==> src/fpm_macros.svh <==
// width and constant macros included by the multiplier rtl and its testbench
`ifndef FPM_MACROS_SVH
`define FPM_MACROS_SVH

`define FPM_EXP_W 8
`define FPM_FRAC_W 23

// fraction plus the hidden one
`define FPM_SIG_W 24
`define FPM_PROD_W 48

`define FPM_BIAS 127
`define FPM_EXP_MAX 255

// radix-8 digits for a 24-bit unsigned multiplier with zero pad on both ends
`define FPM_BOOTH_DIGITS 9

// quiet nan, top fraction bit only
`define FPM_QNAN_FRAC 23'h400000

`endif

==> src/fpm_pkg.sv <==
// float word, rounding mode and control state types imported by the multiplier rtl and testbench
`include "fpm_macros.svh"

package fpm_pkg;

  typedef struct packed {
    logic                   sign;
    logic [`FPM_EXP_W-1:0]  exp;
    logic [`FPM_FRAC_W-1:0] frac;
  } fp32_t;

  // codes 5..7 round like RMM
  typedef enum logic [2:0] {
    RNE = 3'd0,
    RTZ = 3'd1,
    RDN = 3'd2,
    RUP = 3'd3,
    RMM = 3'd4
  } round_mode_e;

  typedef enum logic [1:0] {
    IDLE = 2'd0,
    MUL  = 2'd1,
    DONE = 2'd2
  } ctrl_state_e;

endpackage

==> src/fpm_ctrl.sv <==
`timescale 1ns/1ps
// runs one multiply per four-phase req/ack handshake and holds the result while ack is high
module fpm_ctrl
  import fpm_pkg::*;
(
  input  logic        clk,
  input  logic        arst_n,
  input  logic        req,
  input  round_mode_e r_mode,
  input  fp32_t       fp_x,
  input  fp32_t       fp_y,
  input  logic        mul_done,
  input  fp32_t       res_word,
  input  logic        res_ovrf,
  input  logic        res_udrf,
  output logic        ack,
  output logic        load,
  output logic        step,
  output fp32_t       op_x,
  output fp32_t       op_y,
  output round_mode_e mode,
  output fp32_t       fp_z,
  output logic        ovrf,
  output logic        udrf
);

  ctrl_state_e state;
  logic        start;
  logic        finish;

  assign start  = (state == IDLE) && req;
  // done from the previous operation is still visible while load is high
  assign finish = (state == MUL) && !load && mul_done;
  assign step   = (state == MUL) && !load && !mul_done;

  always_ff @(posedge clk or negedge arst_n) begin
    if (!arst_n) begin
      state <= IDLE;
      load  <= 1'b0;
      ack   <= 1'b0;
      fp_z  <= '0;
      ovrf  <= 1'b0;
      udrf  <= 1'b0;
    end else begin
      load <= start;  // one-cycle pulse into booth_mul
      case (state)
        IDLE: begin
          if (start) begin
            state <= MUL;
          end
        end
        MUL: begin
          if (finish) begin
            state <= DONE;
            ack   <= 1'b1;
            fp_z  <= res_word;
            ovrf  <= res_ovrf;
            udrf  <= res_udrf;
          end
        end
        DONE: begin
          if (!req) begin
            state <= IDLE;
            ack   <= 1'b0;
          end
        end
        default: state <= IDLE;
      endcase
    end
  end

  // operands held for the whole operation
  always_ff @(posedge clk) begin
    if (start) begin
      op_x <= fp_x;
      op_y <= fp_y;
      mode <= r_mode;
    end
  end

endmodule

==> src/booth_mul.sv <==
`timescale 1ns/1ps
// iterative radix-8 booth multiplier for 24-bit significands, one digit per step pulse
`include "fpm_macros.svh"

module booth_mul (
  input  logic                   clk,
  input  logic                   arst_n,
  input  logic                   load,
  input  logic                   step,
  input  logic [`FPM_SIG_W-1:0]  sig_x,
  input  logic [`FPM_SIG_W-1:0]  sig_y,
  output logic [`FPM_PROD_W-1:0] product,
  output logic                   done
);

  localparam int PW    = `FPM_PROD_W;
  localparam int SR_W  = `FPM_SIG_W + 4;  // 3 zero bits above, pad bit below
  localparam int CNT_W = $clog2(`FPM_BOOTH_DIGITS + 1);
  localparam logic [CNT_W-1:0] LAST = CNT_W'(`FPM_BOOTH_DIGITS - 1);

  logic [SR_W-1:0]      mult_sr;
  logic [PW-1:0]        x1_sh;    // multiplicand at the current digit weight
  logic [PW-1:0]        x3_sh;
  logic signed [PW-1:0] acc;      // wraps mod 2^48, final sum is exact
  logic [PW-1:0]        multiple;
  logic                 neg;
  logic [CNT_W-1:0]     cnt;

  // digit = -4*b3 + 2*b2 + b1 + b0
  always_comb begin
    neg = mult_sr[3];
    case (mult_sr[3:0])
      4'b0000, 4'b1111:                   multiple = '0;
      4'b0001, 4'b0010, 4'b1101, 4'b1110: multiple = x1_sh;
      4'b0011, 4'b0100, 4'b1011, 4'b1100: multiple = x1_sh << 1;
      4'b0101, 4'b0110, 4'b1001, 4'b1010: multiple = x3_sh;
      default:                            multiple = x1_sh << 2;  // +4 or -4
    endcase
  end

  always_ff @(posedge clk) begin
    if (load) begin
      x1_sh   <= PW'(sig_x);
      x3_sh   <= PW'(sig_x) + (PW'(sig_x) << 1);
      acc     <= '0;
      mult_sr <= {3'b000, sig_y, 1'b0};
    end else if (step) begin
      acc     <= neg ? acc - multiple : acc + multiple;
      x1_sh   <= x1_sh << 3;
      x3_sh   <= x3_sh << 3;
      mult_sr <= mult_sr >> 3;
    end
  end

  always_ff @(posedge clk or negedge arst_n) begin
    if (!arst_n) begin
      cnt  <= '0;
      done <= 1'b0;
    end else if (load) begin
      cnt  <= '0;
      done <= 1'b0;
    end else if (step) begin
      cnt <= cnt + 1'b1;
      if (cnt == LAST) begin
        done <= 1'b1;
      end
    end
  end

  assign product = acc;

endmodule

==> src/fp_round.sv <==
`timescale 1ns/1ps
// normalizes the raw significand product by one place and rounds it to a 23-bit fraction
`include "fpm_macros.svh"

module fp_round
  import fpm_pkg::*;
(
  input  logic [`FPM_PROD_W-1:0] product,
  input  logic                   sign,
  input  round_mode_e            mode,
  output logic [`FPM_FRAC_W-1:0] frac,
  output logic                   norm
);

  localparam int PW = `FPM_PROD_W;
  localparam int SW = `FPM_SIG_W;
  localparam int FW = `FPM_FRAC_W;
  localparam int G_BIT = PW - SW - 1;

  logic [PW-1:0] shifted;
  logic [SW-1:0] sig;
  logic          guard;
  logic          rnd;
  logic          sticky;
  logic          inexact;
  logic          round_up;
  logic [SW:0]   rounded;  // extra bit catches the carry out

  // product is in [1,4), so one left shift at most
  assign shifted = product[PW-1] ? product : product << 1;

  assign sig     = shifted[PW-1 -: SW];
  assign guard   = shifted[G_BIT];
  assign rnd     = shifted[G_BIT-1];
  assign sticky  = |shifted[G_BIT-2:0];
  assign inexact = guard | rnd | sticky;

  always_comb begin
    case (mode)
      RNE:     round_up = guard & (rnd | sticky | sig[0]);  // ties to even
      RTZ:     round_up = 1'b0;
      RDN:     round_up = sign & inexact;
      RUP:     round_up = !sign & inexact;
      default: round_up = guard;  // RMM and the unused codes
    endcase
  end

  assign rounded = {1'b0, sig} + {{SW{1'b0}}, round_up};

  // all-ones significand rounding up becomes 10.0, renormalize
  assign norm = product[PW-1] | rounded[SW];
  assign frac = rounded[SW] ? rounded[SW-1:1] : rounded[FW-1:0];

endmodule

==> src/fp_result.sv <==
`timescale 1ns/1ps
// exponent sum with overflow and underflow, special value handling and final word assembly
`include "fpm_macros.svh"

module fp_result
  import fpm_pkg::*;
(
  input  fp32_t                  op_x,
  input  fp32_t                  op_y,
  input  logic [`FPM_FRAC_W-1:0] frac,
  input  logic                   norm,
  output fp32_t                  res_word,
  output logic                   res_ovrf,
  output logic                   res_udrf
);

  localparam int EW    = `FPM_EXP_W;
  localparam int SUM_W = EW + 2;  // room for 255 plus bias
  localparam logic [EW-1:0] BIAS    = EW'(`FPM_BIAS);
  localparam logic [EW-1:0] EXP_MAX = EW'(`FPM_EXP_MAX);

  logic [SUM_W-1:0] exp_sum;
  logic [EW-1:0]    bias;
  logic [EW-1:0]    exp_z;
  logic             sign;
  logic             zer_x;
  logic             zer_y;
  logic             inf_x;
  logic             inf_y;
  logic             nan_x;
  logic             nan_y;
  logic             is_nan;
  logic             is_inf;
  logic             is_zer;

  assign sign    = op_x.sign ^ op_y.sign;
  assign bias    = BIAS - {{(EW-1){1'b0}}, norm};  // 126 when the product was >= 2
  assign exp_sum = SUM_W'(op_x.exp) + SUM_W'(op_y.exp);
  assign exp_z   = op_x.exp + op_y.exp - bias;

  assign res_ovrf = exp_sum >= SUM_W'(EXP_MAX) + SUM_W'(bias);
  assign res_udrf = exp_sum <= SUM_W'(bias);

  // exponent 0 counts as zero, subnormals flushed
  assign zer_x = op_x.exp == '0;
  assign zer_y = op_y.exp == '0;
  assign inf_x = (op_x.exp == EXP_MAX) && (op_x.frac == '0);
  assign inf_y = (op_y.exp == EXP_MAX) && (op_y.frac == '0);
  assign nan_x = (op_x.exp == EXP_MAX) && (op_x.frac != '0);
  assign nan_y = (op_y.exp == EXP_MAX) && (op_y.frac != '0);

  assign is_nan = nan_x | nan_y | (inf_x & zer_y) | (inf_y & zer_x);
  assign is_inf = inf_x | inf_y | res_ovrf;
  assign is_zer = zer_x | zer_y | res_udrf;

  always_comb begin
    res_word.sign = sign;
    if (is_nan) begin
      res_word.exp  = EXP_MAX;
      res_word.frac = `FPM_QNAN_FRAC;
    end else if (is_inf) begin
      res_word.exp  = EXP_MAX;
      res_word.frac = '0;
    end else if (is_zer) begin
      res_word.exp  = '0;
      res_word.frac = '0;
    end else begin
      res_word.exp  = exp_z;
      res_word.frac = frac;
    end
  end

endmodule

==> src/fpm_top.sv <==
`timescale 1ns/1ps
// clocked single-precision multiplier top level behind a four-phase req/ack handshake
`include "fpm_macros.svh"

module fpm_top
  import fpm_pkg::*;
(
  input  logic        clk,
  input  logic        arst_n,
  input  logic        req,
  input  round_mode_e r_mode,
  input  fp32_t       fp_x,
  input  fp32_t       fp_y,
  output logic        ack,
  output fp32_t       fp_z,
  output logic        ovrf,
  output logic        udrf
);

  logic                   load;
  logic                   step;
  logic                   mul_done;
  fp32_t                  op_x;
  fp32_t                  op_y;
  fp32_t                  res_word;
  round_mode_e            mode;
  logic [`FPM_SIG_W-1:0]  sig_x;
  logic [`FPM_SIG_W-1:0]  sig_y;
  logic [`FPM_PROD_W-1:0] product;
  logic [`FPM_FRAC_W-1:0] frac;
  logic                   norm;
  logic                   sign_z;
  logic                   res_ovrf;
  logic                   res_udrf;

  // hidden one always set, zero exponents are caught in fp_result
  assign sig_x  = {1'b1, op_x.frac};
  assign sig_y  = {1'b1, op_y.frac};
  assign sign_z = op_x.sign ^ op_y.sign;

  fpm_ctrl fpm_ctrl (
    .clk      (clk),
    .arst_n   (arst_n),
    .req      (req),
    .r_mode   (r_mode),
    .fp_x     (fp_x),
    .fp_y     (fp_y),
    .mul_done (mul_done),
    .res_word (res_word),
    .res_ovrf (res_ovrf),
    .res_udrf (res_udrf),
    .ack      (ack),
    .load     (load),
    .step     (step),
    .op_x     (op_x),
    .op_y     (op_y),
    .mode     (mode),
    .fp_z     (fp_z),
    .ovrf     (ovrf),
    .udrf     (udrf)
  );

  booth_mul booth_mul (
    .clk     (clk),
    .arst_n  (arst_n),
    .load    (load),
    .step    (step),
    .sig_x   (sig_x),
    .sig_y   (sig_y),
    .product (product),
    .done    (mul_done)
  );

  fp_round fp_round (
    .product (product),
    .sign    (sign_z),
    .mode    (mode),
    .frac    (frac),
    .norm    (norm)
  );

  fp_result fp_result (
    .op_x     (op_x),
    .op_y     (op_y),
    .frac     (frac),
    .norm     (norm),
    .res_word (res_word),
    .res_ovrf (res_ovrf),
    .res_udrf (res_udrf)
  );

endmodule

==> config.mk <==
export PLATFORM = sky130hd
export DESIGN_NAME = fpm_top
export DESIGN_NICKNAME = d
export VERILOG_FILES = /design/src/fpm_pkg.sv /design/src/fpm_ctrl.sv /design/src/booth_mul.sv /design/src/fp_round.sv /design/src/fp_result.sv /design/src/fpm_top.sv
export VERILOG_INCLUDE_DIRS = /design/src
export SDC_FILE = /design/constraint.sdc
export NUM_CORES = 1
export LEC_CHECK = 0
export ABC_AREA = 1
export BUFFER_PORTS_ARGS = -buffer_cell sky130_fd_sc_hd__buf_4
export CORE_MARGIN = 2
export CORE_UTILIZATION = 64
export CTS_BUF_LIST = sky130_fd_sc_hd__clkbuf_8
export CTS_CLUSTER_SIZE = 40
export DETAILED_ROUTE_END_ITERATION = 10
export PLACE_DENSITY = 0.83
export SLEW_MARGIN = 30
export SYNTH_ARGS = -nofsm -noshare
export SYNTH_HDL_FRONTEND = slang
export SYNTH_SLANG_ARGS = --single-unit
==> constraint.sdc <==
create_clock -name clk -period 6.4 [get_ports clk]
set_clock_uncertainty 0.05 [all_clocks]
set_input_delay 0 -clock clk [delete_from_list [all_inputs] [get_ports clk]]
set_output_delay 0 -clock clk [all_outputs]
set_load 0.05 [all_outputs]
# Yosys cells after proc, flatten, opt, wreduce, memory -nomap -nowiden
# Index checks and enable logic that the tools add are counted.
totals:
  regBits: 279
  in_bits: 70
  out_inout_bits: 35
  wordCells: 135
op_classes:
  add_sub_neg: 10
  n_lt_le_gt_ge: 2
  n_eq_ne: 24
  n_mux: 26
  bitwise_logic: 18
  reduce_logical: 32
op_table:
  columns: ["operator", "n"]
  rows:
  - ["$mux W48", 4]
  - ["$pmux W48 S4", 1]
  - ["$mux W31", 3]
  - ["$mux W23", 3]
  - ["$add A48 B48 Y48", 1]
  - ["$mux W24", 2]
  - ["$sub A48 B48 Y48", 1]
  - ["$logic_not A23 Y1", 2]
  - ["$reduce_bool A23 Y1", 2]
  - ["$eq A4 B4 Y1 const B", 8]
  - ["$add A24 B25 Y26", 1]
  - ["$add A24 B1 Y25", 1]
  - ["$reduce_or A22 Y1", 1]
  - ["$eq A8 B8 Y1 const B", 2]
  - ["$logic_not A8 Y1", 2]
  - ["$eq A4 B3 Y1 const B", 3]
  - ["$or A1 B1 Y1", 12]
  - ["$reduce_or A4 Y1", 3]
  - ["$ge A10 B10 Y1", 1]
  - ["$le A10 B8 Y1", 1]
  - ["$add A8 B8 Y9", 1]
  - ["$add A8 B8 Y9 const A", 1]
  - ["$add A8 B8 Y8", 1]
  - ["$eq A4 B2 Y1 const B", 2]
  - ["other kinds (27)", 53]

# Logic depth before layout (Yosys ltp)
# Gate-level depths: netlist of the first run.
logic_depth:
  ltp_word: 14
  ltp_mapped: 37
  mapped_depth_nobuf: 34

# By module
# Synthesis of the first run repeated with hierarchy kept, for this count alone.
unflattened:
  cells_unflattened: 2728
  area_unflattened_um2: 20083.0
by_module_without_submodules:
  columns: ["mod", "n_inst", "cells_each", "area_per_inst_um2", "seq_area_each_um2"]
  rows:
  - ["booth_mul", 1, 1880, 13266.5, 4439.3]
  - ["fpm_ctrl", 1, 236, 3611.0, 2962.8]
  - ["fp_result", 1, 303, 1717.9, 0.0]
  - ["fp_round", 1, 303, 1465.2, 0.0]
  - ["fpm_top", 1, 6, 22.5, 0.0]

# Worst setup path before layout of the first run
# No wires, ideal clock.
synth_path:
  path_type: "flip-flop to flip-flop"
  startpoint: "reg fpm_ctrl.load"
  endpoint: "reg booth_mul.mult_sr[10] (enable)"
  setup_time_ns: 0.494
  t_arrival_ns: 4.003
  required_time_ns: 5.856
  slack_ns: 1.853
  stages_incl_launch_ff: 8
  n_path_buf: 2
  synth_period_minus_slack_ns: 4.547
  path_cell_list: "dfrtp_1 > clkbuf_1 > inv_1 > nand2_1 > nor2_1 > nor2_1 > inv_1 > buf_1"
synth_between:
  elab_chain_cells: 4
synth_rtl:
  columns: ["element", "line", "source"]
  rows:
  - ["from (decl)", "fpm_ctrl.sv:17", "output logic load,"]
  - ["from (signal assigned)", "fpm_ctrl.sv:45", "load <= start;"]
  - ["$logic_not A1 Y1", "fpm_ctrl.sv:34", "assign step = (state == MUL) && !load && !mul_done;"]
  - ["$logic_and A1 B1 Y1 (2 in a row)", "fpm_ctrl.sv:34", null]
  - ["$reduce_bool A2 Y1 (no source line) *", null, null]
  - ["to (signal assigned)", "booth_mul.sv:46", "mult_sr <= {3'b000, sig_y, 1'b0};"]
  - ["to (signal assigned)", "booth_mul.sv:51", "mult_sr <= mult_sr >> 3;"]
  - ["to (decl)", "booth_mul.sv:21", "logic [SR_W-1:0] mult_sr;"]
# Every way passes the cells marked *; elsewhere a longest branch is shown, timed or not.
# A chain may end at the register's enable or synchronous reset.

# Worst setup path in the final report of the first run
layout_path:
  startpoint: "reg booth_mul.mult_sr[3]"
  endpoint: "reg booth_mul.acc[42] (netlist: booth_mul.product[42])"
layout_between:
  elab_chain_cells: 5
  elab_cells_between_ends: 22
  cone_classes: "add/sub (2); eq/ne (13); mux (2); reduce/logical (5)"
layout_rtl:
  columns: ["element", "line", "source"]
  rows:
  - ["$eq A4 B3 Y1, or another cell as far along", "booth_mul.sv:32", "case (mult_sr[3:0])"]
  - ["$reduce_or A4 Y1 / $reduce_or A2 Y1 (equally long branches)", "booth_mul.sv:32", null]
  - ["$pmux W48 S4", "booth_mul.sv:32", null]
  - ["$add A48 B48 Y48 / $sub A48 B48 Y48 (equally long branches)", "booth_mul.sv:48", "acc <= neg ? acc - multiple : acc + multiple;"]
  - ["$mux W48 *", "booth_mul.sv:48", null]
  - ["to (signal assigned)", "booth_mul.sv:48", null]
  - ["to (decl)", "booth_mul.sv:24", "logic signed [PW-1:0] acc;"]
# Marks and branches as above.

==> results of run 1 <==
==> cells by family after synthesis <==
group / synth area share [%]
compound gates: 13.86
xor+xnor: 5.199
fa+ha+maj: 7.753
buf+inv: 9.095
flops: 38.44
simple gates: 25.66
==> critical path: cells and delay by family (launching register included) <==
family,cells,cell delay (ns)
AND/OR/NAND/NOR,20,3.66
flip-flops,1,0.57
AO/OA/AOI/OAI,3,0.38
buffers and inverters,6,0.61
adder cells (fa/ha/maj),1,0.39
XOR/XNOR,1,0.10
==> worst paths after layout <==
| path | from | endpoint | slack, ns | cells after the start |
|---|---|---|---|---|
| setup reg to reg | booth_mul.mult_sr[3] | booth_mul.product[42] | 0.49 | 31 |
| setup / recovery | booth_mul.mult_sr[3] | booth_mul.product[42] | 0.49 | 31 |
| hold / removal | fp_y[7] | fpm_ctrl.op_y[7] | 0.06 | 2 |
| hold reg to reg | booth_mul.x1_sh[47] | booth_mul.x1_sh[47] | 0.43 | 2 |
| min in group asynchronous | arst_n | booth_mul.cnt[3] | 0.43 | 4 |
| max in group asynchronous | arst_n | fpm_ctrl.load | 5.64 | 4 |
==> cell type report <==
| cell class | instances | area share, % |
|---|---|---|
| clock buffer | 51 | 3.211 |
| clock inverter | 32 | 0.8756 |
| inverter | 359 | 6.187 |
| multi-input combinational | 1864 | 46.17 |
| sequential | 278 | 33.77 |
| tap | 390 | 2.232 |
| timing repair buffer | 194 | 7.555 |
==> state kept, by name, summed over array words and instances, names as in the netlist, 3 cells and up <==
name / flops
fpm_ctrl.fp_z: 32
fpm_ctrl.op_x: 32
booth_mul.cnt: 4
fpm_ctrl.op_y: 32
booth_mul.mult_sr: 25
booth_mul.product: 48
booth_mul.x3_sh: 48
booth_mul.x1_sh: 47
fpm_ctrl.mode: 3
==> cells in the mapped netlist, types with 11 or more instances <==
cell type and count:
a21oi_1 115, inv_1 354, xnor2_1 46, o21ai_0 232
dfxtp_1 75, nor3_1 20, buf_2 18, xor2_1 68
edfxtp_1 160, dfrtp_1 43, ha_1 103, o22ai_1 35
nor4_1 19, o21bai_1 12, or2_2 12, nand4_1 35
a31oi_1 26, nand3_1 222, clkbuf_1 42, o21ai_2 11
o21ai_1 12, nor2_1 290, nand2_1 526
==> repair_timing <==
action                                  CTS  global route
endpoints found under the hold margin   113             0
hold buffers                             71             0
endpoints found under the setup margin    0             0
==> per-layer routing <==
metal / GRT usage [%] / vias to the layer above / share of wire, %
met5: 0 / - / 0
met4: 16.43 / 0 / 4.5
met3: 4.983 / 173 / 8.5
met2: 59.60 / 970 / 46
met1: 48.04 / 8657 / 41
li1: - / 8922 / -
==> stage by stage <==
step,setup WS [ns],cell area (sq um)
after global placement,0.7100,20240
after CTS,0.6336,21850
after floorplan,1.853,19200
final,0.4887,21860
after global routing,0.05017,21860
after detailed placement,0.6444,20240
==> impl_metrics.toml, run 1 <==
[die]
die_h_microns = 177.2
rows = 63
start_util_pct = 64.97
ios = 105
dieArea_sq_um = 31410
die_x_microns = 177.2
core-area_sq_um = 29560

[sta]
tns_ns = 0
setup_viol = 0
relSlewSlack_pct = 34.79
max_freq_ghz = 0.1692
hold_violations = 0
period_share_pct = 92.36
rsz0062_at_grt = "false"
tightest_slew_ns = 0.9781
min_period_ns = 5.911
whs_ns = 0.06127
maxSlewViolCount = 0

[worst_setup_path]
cp-end-kind = "flop"
criticalPathCategory = "flop to flop"
cp.required_ns = 6.85
crit_path_frequent_cell = "nand2_1"
crit_fanout = 34
critical-path-max-stage-delay_ns = 0.58
start_kind = "flop"
arrival_ns = 6.36
slowest_stage = "nor4_1"

[synth]
synth_top_cell_by_area = "edfxtp_1"
syn_avg_cell_area_sq_um = 7.441
seq_area_frac_synth_pct = 38.44
async_flop_share_pct = 15.47
synth_cell_types = 53
synth_cells = 2581
yosysTopAreaCellShare_pct = 25.02
synth_ff_type = "edfxtp_1"
ys_ff_latch = 278
synth_area_sq_um = 19200
yosysWarnings = 0
synth_edf_count = 160
synth_nets = 2764
synth_area_leaders = "edfxtp_1, nand2_1, dfxtp_1"

[finish]
multi_input_area_sq_um = 10090
final_common_cell = "nand2_1"
nFillCells = 2253
regArea_sq_um = 7383
stdcell_count = 3168
layout.nets = 2926
antenna_cells = 0
drive_gt1_share_pct = 8.567
final_cell_mix = "nand2_1, inv_1, nor2_1"
final_core_util_pct = 73.96
area_growth_pct = 13.84

[clock_network]
cts-resized-gates = 0
cts_root_buf = "clkbuf_8"
cts_tree = "yes"
clock_sinks = 278
clock_latency_ns = 0.61
cts_inserted_buffers = 46
clockBufferDepth = 3
clkTransAtPathRegs_ns = 0.08
h-tree-depth = 2
postCtsSetupRepairBufs = 0

[route]
drt-pass1-iter-count = 6
wl_per_cell_microns = 18.03
drt_iter0_markers = 1791
wl_microns = 57120
drt.antenna.violating_nets = 0
drc = 0
vias = 18720
vias_per_cell = 5.910

[grt]
grtUsageTotal_pct = 36.38
grt_pass1_wl_microns = 90310
grt_max_degree = 100
grt_pass1_vias = 17950
antenna_found_initial = 0
overflow = 0

[placed_design]
port_buffers = 104
hpwl_microns = 40140
globalplace.congestion = 0.9938
dp_cells = 3014

[run_status]
status = "complete, no violations"

[worst_hold_path]
min_path_type = "primary input to flop"

[flow_run]
drv_cap = 0
Power of run 1 is not shown: default switching activity piles up to over one toggle a cycle in this logic, so the estimate is an artifact.
==> run 2: changes to the inputs <==
Settings changed: CORE_UTILIZATION 64 to 50, PLACE_DENSITY 0.83 to 0.67.
==> run 2 against run 1 <==
Net effect:
- fmax increased by 9.3%
- utilization is 15 points lower
- critical path type unchanged
- largest cell class unchanged
- worst setup slack improved by 0.50 ns
==> impl_metrics.toml, run 2 (synthesis results as in run 1) <==
[run_status]
status = "complete, no violations"

[clock_network]
cts-resized-gates = 0
clock_latency_ns = 0.64
clock_sinks = 278
cts_root_buf = "clkbuf_8"
cts_inserted_buffers = 49
clkTransAtPathRegs_ns = 0.06
postCtsSetupRepairBufs = 0
cts_tree = "yes"
clockBufferDepth = 3
h-tree-depth = 2
hold_buffers = 71

[die]
core-area_sq_um = 37760
start_util_pct = 50.87
rows = 71
die_h_microns = 200.0
dieArea_sq_um = 39990
die_x_microns = 200.0
ios = 105

[grt]
grtUsageTotal_pct = 28.72
antenna_found_initial = 1
grt_pass1_vias = 17420
grt_max_degree = 101
overflow = 0
grt_pass1_wl_microns = 90250

[sta]
rsz0062_at_grt = "false"
hold_violations = 0
period_share_pct = 84.52
tns_ns = 0
max_freq_ghz = 0.1849
tightest_slew_ns = 0.9627
min_period_ns = 5.409
maxSlewViolCount = 0
relSlewSlack_pct = 35.82
setup_viol = 0

[route]
drt-pass1-iter-count = 6
wl_per_cell_microns = 17.08
drt.antenna.violating_nets = 0
drt_iter0_markers = 1369
drc = 0
vias_per_cell = 5.449
vias = 18000
wl_microns = 56430

[finish]
area_growth_pct = 15.29
nFillCells = 3474
final_cell_mix = "nand2_1, inv_1, nor2_1"
final_common_cell = "nand2_1"
drive_gt1_share_pct = 9.026
layout.nets = 2934
antenna_cells = 0
multi_input_area_sq_um = 10100
design_area_sq_um = 22140
regArea_sq_um = 7383

[worst_setup_path]
critPathLaunch = "booth_mul.mult_sr[3]"
crit_fanout = 23
crit_path_frequent_cell = "nand2_1"
cp.required_ns = 6.88
worstReg2RegStart = "booth_mul.mult_sr[3]"
critical-path-max-stage-delay_ns = 0.48
arrival_ns = 5.89
start_kind = "flop"
cp-end-kind = "flop"
r2r_setup_slack_ns = 0.99
slowest_stage = "nor4_1"
r2r_cells = 30
criticalPathCategory = "flop to flop"
reg2reg_to = "booth_mul.product[42]"

[placed_design]
place_area_sq_um = 20430
port_buffers = 104
globalplace.congestion = 0.9957
hpwl_microns = 42290

[worst_hold_path]
hold_depth = 2
hp-start = "fp_x[9]"
min_path_type = "primary input to flop"
worst_hold_path.endpoint = "fpm_ctrl.op_x[9]"

[flow_run]
drv_cap = 0
==> run 2: changes by cell type in the layout (fill, tap and decap cells not counted), moves of 3 or more <==
cell | before | now
clkbuf_8 | 51 | 57
clkinv_1 | 9 | 3
inv_1 | 369 | 375
buf_4 | 121 | 125
clkinv_2 | 5 | 8
==> run 2: per-layer routing <==
metal / GRT usage, % / up-vias / part of all wire (%)
met5: 0 / - / 0
met1: 37.44 / 8290 / 43
li1: - / 8921 / -
met4: 10.64 / 0 / 3.5
met3: 4.587 / 134 / 6.7
met2: 48.26 / 653 / 47
==> run 2: cell type report <==
class	count	area share, %
flip-flops and latches	278	33.35
clock inverters	35	0.8194
well taps	511	2.888
clock buffers	57	3.543
inverters	359	6.109
repair buffers	199	7.674
multi-input cells	1864	45.62
==> run 2: worst max path at each step <==
stage | endpoint | depth (start not counted)
floorplan | booth_mul.mult_sr[10] | 7
global placement | booth_mul.product[42] | 30
detailed placement | booth_mul.product[42] | 30
CTS | booth_mul.product[42] | 30
global route | booth_mul.product[42] | 30
finish | booth_mul.product[42] | 30
==> run 2: stage by stage <==
step                      setup WS, ns  hold WS, ns  instances  utilization (%)
after detailed placement         1.084     -0.01336       3139            54.10
final                           0.9907      0.04074       3303            58.64
after floorplan                  1.853      -0.3456       2581                -
after CTS                        1.072     0.006049       3302            58.59
after global placement           1.093     -0.01591       3139            54.10
after global routing            0.4673     0.009414       3303            58.64
==> run 2: critical path: cells and delay by family (launching register included) <==
family | cells | cell delay (ns)
AOI/OAI and AO/OA | 3 | 0.34
xor gates and xnor gates | 1 | 0.18
adders and majority gates | 1 | 0.42
buffers and inverters | 5 | 0.52
DFF | 1 | 0.45
and+or+nand+nor | 20 | 3.38
Power of run 2 is left out for the same reason.
